==> src/rtl/core_pkg.sv <==
/*
 * Shared widths, register map and readback constants of the core.
 * One radio only, so RADIO_COUNT is fixed at 1.
 */
package core_pkg;

    //////////////////////////////////////////////////
    // vector types
    //////////////////////////////////////////////////

    // settings bus address
    typedef logic [7:0]  set_addr_t;
    // settings data word, also the misc output word
    typedef logic [31:0] set_data_t;
    // readback word as seen by the host
    typedef logic [63:0] rb_data_t;
    // readback slot select
    typedef logic [1:0]  rb_sel_t;
    // pps source code: 0 gpsdo, 1 external, 2 internal, 3 none
    typedef logic [1:0]  pps_sel_t;
    // status byte
    typedef logic [7:0]  status_t;

    //////////////////////////////////////////////////
    // register addresses
    //////////////////////////////////////////////////

    localparam set_addr_t SR_CORE_MISC     = 8'd16;
    localparam set_addr_t SR_CORE_READBACK = 8'd32;
    localparam set_addr_t SR_CORE_GPSDO_ST = 8'd40;
    // bits 1..0 pps select, bit 2 time-sync
    localparam set_addr_t SR_CORE_SYNC     = 8'd48;

    //////////////////////////////////////////////////
    // readback constants
    //////////////////////////////////////////////////

    // compat signature seen in slot 0
    localparam logic [31:0] COMPAT_SIGNATURE = 32'hACE0BA5E;
    localparam logic [15:0] COMPAT_MAJOR     = 16'h000E;
    localparam logic [15:0] COMPAT_MINOR     = 16'h0000;

    // number of radio channels in this build
    localparam status_t     RADIO_COUNT      = 8'd1;

endpackage : core_pkg
==> src/rtl/core_control.sv <==
/*
 * Settings and status core on a single clock, radio_clk with bus_rst.
 * PPS_PERIOD is the internal PPS period in clock cycles, positive and even.
 */
`timescale 1ns/10ps

module core_control #(
    parameter int PPS_PERIOD = 100_000_000
) (
    input  logic                i_clk,          // radio_clk
    input  logic                i_rst,          // bus_rst
    // settings bus
    input  logic                i_set_stb,
    input  core_pkg::set_addr_t i_set_addr,
    input  core_pkg::set_data_t i_set_data,
    // status inputs
    input  core_pkg::set_data_t i_rb_misc,
    input  logic [1:0]          i_lock_signals,
    // pps inputs
    input  logic                i_pps_int,
    input  logic                i_pps_ext,
    // outputs
    output core_pkg::set_data_t o_misc_outs,
    output core_pkg::rb_data_t  o_rb_data,
    output logic                o_pps,
    output logic                o_time_sync
);

    import core_pkg::*;

    rb_sel_t  rb_sel;
    status_t  gpsdo_st;
    pps_sel_t pps_sel;

    //////////////////////////////////////////////////
    // core registers
    //////////////////////////////////////////////////

    core_setting_regs core_setting_regs_i (
        .i_clk       (i_clk),
        .i_rst       (i_rst),
        .i_set_stb   (i_set_stb),
        .i_set_addr  (i_set_addr),
        .i_set_data  (i_set_data),
        .o_misc_outs (o_misc_outs),
        .o_rb_sel    (rb_sel),
        .o_gpsdo_st  (gpsdo_st),
        .o_pps_sel   (pps_sel),
        .o_time_sync (o_time_sync)
    );

    //////////////////////////////////////////////////
    // pps and readback
    //////////////////////////////////////////////////

    pps_source #(
        .PPS_PERIOD (PPS_PERIOD)
    ) pps_source_i (
        .i_clk     (i_clk),
        .i_rst     (i_rst),
        .i_pps_int (i_pps_int),
        .i_pps_ext (i_pps_ext),
        .i_pps_sel (pps_sel),
        .o_pps     (o_pps)
    );

    core_readback core_readback_i (
        .i_clk          (i_clk),
        .i_rst          (i_rst),
        .i_rb_sel       (rb_sel),
        .i_gpsdo_st     (gpsdo_st),
        .i_rb_misc      (i_rb_misc),
        .i_lock_signals (i_lock_signals),
        .o_rb_data      (o_rb_data)
    );

endmodule : core_control

==> src/rtl/core_readback.sv <==
/*
 * Readback word, combinational from the select and status inputs.
 * Lock signals are async and take two flops before they show up in slot 3.
 */
`timescale 1ns/10ps

module core_readback (
    input  logic                i_clk,          // radio_clk
    input  logic                i_rst,          // bus_rst
    input  core_pkg::rb_sel_t   i_rb_sel,
    input  core_pkg::status_t   i_gpsdo_st,
    input  core_pkg::set_data_t i_rb_misc,
    input  logic [1:0]          i_lock_signals,
    output core_pkg::rb_data_t  o_rb_data
);

    import core_pkg::*;

    //////////////////////////////////////////////////
    // lock signal synchronizer
    //////////////////////////////////////////////////

    logic [1:0] lock_meta;
    logic [1:0] lock_sync;

    always_ff @(posedge i_clk) begin
        if (i_rst) begin
            lock_meta <= '0;
            lock_sync <= '0;
        end else begin
            lock_meta <= i_lock_signals;
            lock_sync <= lock_meta;
        end
    end

    //////////////////////////////////////////////////
    // readback mux
    //////////////////////////////////////////////////

    always_comb begin
        case (i_rb_sel)
            2'd0:    o_rb_data = {COMPAT_SIGNATURE, COMPAT_MAJOR, COMPAT_MINOR};
            // spi readback slot, nothing behind it here
            2'd1:    o_rb_data = '0;
            2'd2:    o_rb_data = {16'h0000, RADIO_COUNT, i_gpsdo_st, i_rb_misc};
            default: o_rb_data = {62'd0, lock_sync};
        endcase
    end

endmodule : core_readback

==> src/rtl/pps_source.sv <==
/*
 * PPS select: GPSDO, external or internal pulse, each through two flops.
 * PPS_PERIOD must be a positive even number of clock cycles.
 */
`timescale 1ns/10ps

module pps_source #(
    parameter int PPS_PERIOD = 100_000_000
) (
    input  logic               i_clk,       // radio_clk
    input  logic               i_rst,       // bus_rst
    input  logic               i_pps_int,   // gpsdo pulse
    input  logic               i_pps_ext,
    input  core_pkg::pps_sel_t i_pps_sel,
    output logic               o_pps
);

    localparam int CNT_W = (PPS_PERIOD > 1) ? $clog2(PPS_PERIOD) : 1;

    //////////////////////////////////////////////////
    // internal pps generator
    //////////////////////////////////////////////////

    logic [CNT_W-1:0] period_cnt;
    logic             gen_pps;

    always_ff @(posedge i_clk) begin
        if (i_rst) begin
            period_cnt <= '0;
        end else if (period_cnt == CNT_W'(PPS_PERIOD - 1)) begin
            period_cnt <= '0;
        end else begin
            period_cnt <= period_cnt + 1'b1;
        end
    end

    // high for the first half of each period
    assign gen_pps = (period_cnt < CNT_W'(PPS_PERIOD / 2));

    //////////////////////////////////////////////////
    // synchronizers
    //////////////////////////////////////////////////

    // bit 0 gpsdo, bit 1 external, bit 2 internal
    logic [2:0] pps_meta;
    logic [2:0] pps_sync;

    always_ff @(posedge i_clk) begin
        if (i_rst) begin
            pps_meta <= '0;
            pps_sync <= '0;
        end else begin
            pps_meta <= {gen_pps, i_pps_ext, i_pps_int};
            pps_sync <= pps_meta;
        end
    end

    //////////////////////////////////////////////////
    // source mux
    //////////////////////////////////////////////////

    always_comb begin
        case (i_pps_sel)
            2'd0:    o_pps = pps_sync[0];
            2'd1:    o_pps = pps_sync[1];
            2'd2:    o_pps = pps_sync[2];
            // no source selected
            default: o_pps = 1'b0;
        endcase
    end

endmodule : pps_source

==> src/rtl/core_setting_regs.sv <==
/*
 * Core registers on the settings bus; a write lands the cycle after the strobe.
 * Strobes to unknown addresses are ignored. GPSDO status has no reset value.
 */
`timescale 1ns/10ps

module core_setting_regs (
    input  logic                i_clk,       // radio_clk
    input  logic                i_rst,       // bus_rst
    input  logic                i_set_stb,
    input  core_pkg::set_addr_t i_set_addr,
    input  core_pkg::set_data_t i_set_data,
    output core_pkg::set_data_t o_misc_outs,
    output core_pkg::rb_sel_t   o_rb_sel,
    output core_pkg::status_t   o_gpsdo_st,
    output core_pkg::pps_sel_t  o_pps_sel,
    output logic                o_time_sync
);

    import core_pkg::*;

    //////////////////////////////////////////////////
    // address decode
    //////////////////////////////////////////////////

    logic hit_misc;
    logic hit_readback;
    logic hit_gpsdo_st;
    logic hit_sync;

    assign hit_misc     = i_set_stb && (i_set_addr == SR_CORE_MISC);
    assign hit_readback = i_set_stb && (i_set_addr == SR_CORE_READBACK);
    assign hit_gpsdo_st = i_set_stb && (i_set_addr == SR_CORE_GPSDO_ST);
    assign hit_sync     = i_set_stb && (i_set_addr == SR_CORE_SYNC);

    //////////////////////////////////////////////////
    // registers
    //////////////////////////////////////////////////

    set_data_t misc_q;
    rb_sel_t   rb_sel_q;
    status_t   gpsdo_st_q;
    // {time_sync, pps_sel}
    logic [2:0] sync_q;

    always_ff @(posedge i_clk) begin
        if (i_rst) begin
            misc_q   <= '0;
            rb_sel_q <= '0;
            sync_q   <= '0;
        end else begin
            if (hit_misc) begin
                misc_q <= i_set_data;
            end
            if (hit_readback) begin
                rb_sel_q <= i_set_data[1:0];
            end
            if (hit_sync) begin
                sync_q <= i_set_data[2:0];
            end
        end
    end

    // gpsdo status byte, loaded by host software
    always_ff @(posedge i_clk) begin
        if (hit_gpsdo_st) begin
            gpsdo_st_q <= i_set_data[7:0];
        end
    end

    //////////////////////////////////////////////////
    // outputs
    //////////////////////////////////////////////////

    assign o_misc_outs = misc_q;
    assign o_rb_sel    = rb_sel_q;
    assign o_gpsdo_st  = gpsdo_st_q;
    assign o_pps_sel   = sync_q[1:0];
    assign o_time_sync = sync_q[2];

endmodule : core_setting_regs

==> config.mk <==
export PLATFORM = sky130hd
export DESIGN_NAME = core_control
export DESIGN_NICKNAME = d
export VERILOG_FILES = /design/src/rtl/core_pkg.sv /design/src/rtl/core_control.sv /design/src/rtl/core_readback.sv /design/src/rtl/pps_source.sv /design/src/rtl/core_setting_regs.sv
export SDC_FILE = /design/constraint.sdc
export NUM_CORES = 1
export LEC_CHECK = 0
export BUFFER_PORTS_ARGS = -buffer_cell sky130_fd_sc_hd__buf_4
export CORE_ASPECT_RATIO = 0.9
export CORE_MARGIN = 8
export CORE_UTILIZATION = 43
export CTS_CLUSTER_SIZE = 24
export DETAILED_ROUTE_END_ITERATION = 10
export PLACE_DENSITY_LB_ADDON = 0.12
export SKIP_LAST_GASP = 1
export SYNTH_ARGS = -nofsm -noshare
export SYNTH_HDL_FRONTEND = slang
export SYNTH_HIERARCHICAL = 1
export SYNTH_SLANG_ARGS = --single-unit
==> constraint.sdc <==
create_clock -name i_clk -period 1.8 [get_ports i_clk]
set_input_delay 0.18 -clock i_clk [delete_from_list [all_inputs] [get_ports i_clk]]
set_output_delay 0.18 -clock i_clk [all_outputs]
set_load 0.01 [all_outputs]
# Word level (Yosys, flattened, before mapping)
# Cells that the tools add are included.
[totals]
register_bits = 82
output_inout_bits = 98
[op_classes]
n_addsub = 1
magnitude_cmp = 1
eq_ne = 9
mux = 2
n_reduce_logical = 7
[op_table]
columns = ["operator", "n"]
rows = [
  ["$pmux 64 s3", 1],
  ["$add 27x1->27 const B", 1],
  ["$eq 27x27->1 const B", 1],
  ["$lt 27x26->1 const B", 1],
  ["$eq 8x6->1 const B", 3],
  ["$eq 8x5->1 const B", 1],
  ["$eq 2x1->1 const B", 2],
  ["$eq 2x2->1 const B", 2],
  ["$logic_and 1x1->1", 4],
  ["$logic_not 2->1", 2],
  ["$pmux 1 s3", 1],
  ["$reduce_or 2->1", 1],
]

# Longest topological paths before layout
[depth]
ltp_word = 2
ltp_mapped = 7
ltp_nobuf = 5

# By module
# The synthesis kept the hierarchy.
[by_module_without_submodules]
columns = ["mod", "n_inst", "cells_per_inst", "area_per_inst_um2", "seq_area_each_um2"]
rows = [
  ["core_setting_regs", 1, 169, 1958.1, 980.9],
  ["pps_source", 1, 174, 1519.0, 660.6],
  ["core_readback", 1, 88, 605.6, 80.1],
]

# Least setup slack after synthesis
# OpenSTA, ideal clock, no wires.
[synth_path]
path_kind = "register to register"
startpoint = "reg pps_source_i.period_cnt[0]"
endpoint = "reg pps_source_i.period_cnt[11]"
setup_time_ps = 128
t_arrival_ps = 1691
slack_ps = -19
stages_incl_launch_ff = 8
path_buffers = 2
path_cell_list = "dfxtp_1 -> ha_1 -> and3_1 -> clkbuf_1 -> nand4_1 -> o21bai_1 -> clkbuf_1 -> nor2_1"
[synth_via]
elab_chain_len = 2
[synth_lines]
columns = ["item", "line", "source"]
rows = [
  ["from (decl)", "pps_source.sv:24", "logic [CNT_W-1:0] period_cnt;"],
  ["from (signal assigned)", "pps_source.sv:33", "period_cnt <= period_cnt + 1'b1;"],
  ["parallel branches: the longest is 2 deep, another holds $add 27x1->27", "-", ""],
]
# Several ways; the timed one is not identified.
# A chain may end at the register's enable or synchronous reset.

# Final worst setup path
[layout_path]
startpoint = "reg pps_source_i.period_cnt[4]"
endpoint = "reg pps_source_i.period_cnt[23]"
# The elaborated chain is that of the path after synthesis.

==> metrics <==
status complete, no violations; routability cong. approximately 0.85; DR vias roughly 3.5k; clk root buf clkbuf_8; Area Growth Syn to Fin 40.9%; Post-synth top flop dfxtp_1; routed len/inst ~15 µm; Sink Count a little over 80; multiplexer area fraction after synthesis under 10%; leading area contributor after synthesis dfxtp_1; Period minus WS final between 1.5 and 2 ns; family with the most delay on the worst path simple AND/OR/NAND/NOR gates; Total Neg Setup Slack 0 ns; crit path capture type flop; Critical path origin pps_source_i/period_cnt[4]$_SDFF_PP0_; Nets between 600 and 700; most numerous cell in the Yosys netlist dfxtp_1; slowest cell on the critical path or4_4; Worst Path Required approximately 2.1 ns; clock-pin slew on the worst setup and hold paths roughly 0.090 ns; Post-Synth XOR/XNOR Area around 3%; number of synthesized flops with an enable pin 8; CTS tree built; global-route usage over all layers 17.0%; post-synthesis compound-gate area fraction under 10%; WP data arrival 2.01 ns; drt via density 4.78; crit-path cells nand3_2, or4_4, or4_1, a21oi_1; die height 108 µm; simple-gate portion of the synthesized area between 30% and 40%; initial antenna violation count 0; Critical Path Fanout Max 7; die width approximately 120 µm; DPL Wire Length between 8000 and 9000 µm; Die ar. approximately 0.013 mm²; Hold Crit Class input port to flop; num rows 33; CP Buf/Inv Count 0; n_diodes 0; Peak supply drop 0.362 mV; layout cell share with drive strength beyond 1 between 30% and 40%; WHS Path Cells 2; worst clock skew 0.0121 ns; initial DRC count 140; Seq cells post-synth 82; pin count of the biggest net entering global routing 43; first-pass GRT wire length 17900 µm; setup repair after global routing missed its margin true; port bufs 165; Cell variety after synth 49; top post-synthesis cells by area dfxtp_1 36%, nand2b_1 11%, mux2i_1 9.8%; hold_ws 0.0503 ns; Starting Density between 40% and 50%; CP Depth 4; Power Dens Cells between 600 and 700 mW/mm²; period utilization between 90% and 100%; Post-Synth Adder-Cell Area 0.306%; top cell type's share of synthesized area between 30% and 40%; clock tree buffer depth 2; GRT overflow 0; H-tree depth 3; WL final 11300 µm; number of global-route vias before repair around 3.4k; final hold vios 0; reg2reg start pps_source_i/period_cnt[4]$_SDFF_PP0_; DRC viols 0; Core Region 0.00917 mm²; Antenna Nets Post-Route 0; DRT Pass-1 Iters 4; r2r endpoint pps_source_i/period_cnt[23]$_SDFF_PP0_; f_max 0.582 GHz; # IOs ~180; synth cell count leaders 74 x dfxtp_1, 71 x nand2b_1, 40 x mux2i_1; Synth Instances roughly 430; Synthesis Warnings 6; cell area after synthesis approximately 0.004 mm²; max-cap violations 0; CP max stage delay roughly 0.60 ns; crit path capture pps_source_i/period_cnt[23]$_SDFF_PP0_; Worst R2R Setup Slack 0.08 ns; Syn Area/Cell about 9.5 µm²; Worst R2R Path Depth 4; TritonCTS buffer count 9; largest family of logic cells by synthesized area simple AND/OR/NAND/NOR gates; Final Max Slew Viols 0; async set or reset register ratio after synthesis 0%; Clock Latency Late Sink 0.35 ns; # setup viols final 0; Seq/Total Area, Yosys between 40% and 50%; crit path kind flop to flop; critical path launch point type flop; Leak between 0.002 and 0.0025 µW
## state kept, by name, summed over array words and instances (netlist names)
register	count
core_readback_i/lock_meta	2
core_readback_i/lock_sync	2
core_setting_regs_i/o_gpsdo_st	8
core_setting_regs_i/o_misc_outs	32
core_setting_regs_i/o_rb_sel	2
core_setting_regs_i/sync_q	3
pps_source_i/period_cnt	27
pps_source_i/pps_meta	3
pps_source_i/pps_sync	3
## layout make-up
class | count | area [µm²]
fillers | 793 | 3410
multi-input cells | 299 | 2040
flip-flops and latches | 82 | 1740
repair buffers | 205 | 1590
well taps | 122 | 153
clock buffers | 9 | 124
clock inverters | 7 | 66.3
inverters | 14 | 52.6
## power breakdown
part | total (µW) | internal, µW | leakage [µW] | switching (µW)
Clock | 1300 | 639 | 0.000101 | 661
Sequential | 1870 | 1860 | 0.000675 | 10.6
Combinational | 294 | 187 | 0.00163 | 107
## cell families after synthesis
group,after synthesis
adders and majority gates,1
AOI/OAI and AO/OA,35
buffers and inverters,60
xor gates and xnor gates,14
DFF,82
muxes,40
and+or+nand+nor,198
other,1
## per-layer routing
metal	wire length (µm)	vias up	GRT usage, %	part of all wire, %
li1	-	1784	-	-
met1	4740	1624	19.0	42
met2	5770	111	30.8	51
met3	715	7	5.94	6.3
met4	65	0	3.70	0.58
met5	0	-	0	0
## stage by stage
stage	std cells	cell area [µm²]	worst slack, ns	util, %	power [µW]
after floorplan	441	4120	-0.0190	-	2040
after global placement	714	5450	0.0680	59.4	2190
after detailed placement	714	5450	0.0125	59.4	2190
after CTS	734	5680	0.0140	62.0	3510
after global routing	738	5750	-0.0118	62.8	3630
final	738	5750	0.0810	62.8	3460
## how the worst min path moves through the flow
stage | startpoint | end | slack (ns)
finish | i_lock_signals[0] | core_readback_i/lock_meta[0]$_SDFF_PP0_ | 0.05
floorplan | i_rst | core_readback_i/lock_meta[0]$_SDFF_PP0_ | 0.25
global placement | i_set_data[1] | core_setting_regs_i/o_gpsdo_st[1]$_DFFE_PP_ | 0.37
global route | i_lock_signals[0] | core_readback_i/lock_meta[0]$_SDFF_PP0_ | 0.03
CTS | i_set_data[3] | core_setting_regs_i/o_gpsdo_st[3]$_DFFE_PP_ | 0.0003
detailed placement | i_set_data[5] | core_setting_regs_i/o_gpsdo_st[5]$_DFFE_PP_ | 0.37
## timing repair
item                                   in CTS  in global routing
hold buffers                                4                  4
buffers inserted                            0                  0
pin swaps                                   0                  4
gates resized for setup                     3                 13
setup endpoints to repair                  43                  8
endpoints found under the hold margin       4                  4
gates cloned                                0                  0
## layout by cell type, fill, tap and decap left out, drive strengths merged, types with 3 or more instances in the layout
master       netlist  final
nand3              9      9
clkbuf            17      9
or3                4      4
nor3               5      5
and4               3      3
nand2b            71     71
edfxtp             8      8
dfxtp             74     74
nor3b              5      5
conb               1     11
dlygate4sd3        0      8
buf               29    197
mux2i             40     40
inv               14     16
nand4             13     13
nor2              20     20
a21oi             18     18
xnor2             11     11
or4                6      6
o31ai              4      4
nor4               6      6
o21ai              4      4
xor2               3      3
nand2              6      6
and2              31     31
nor2b             12     12
clkinv             0      4
No activity file was read; power rests on OpenSTA's default activity.
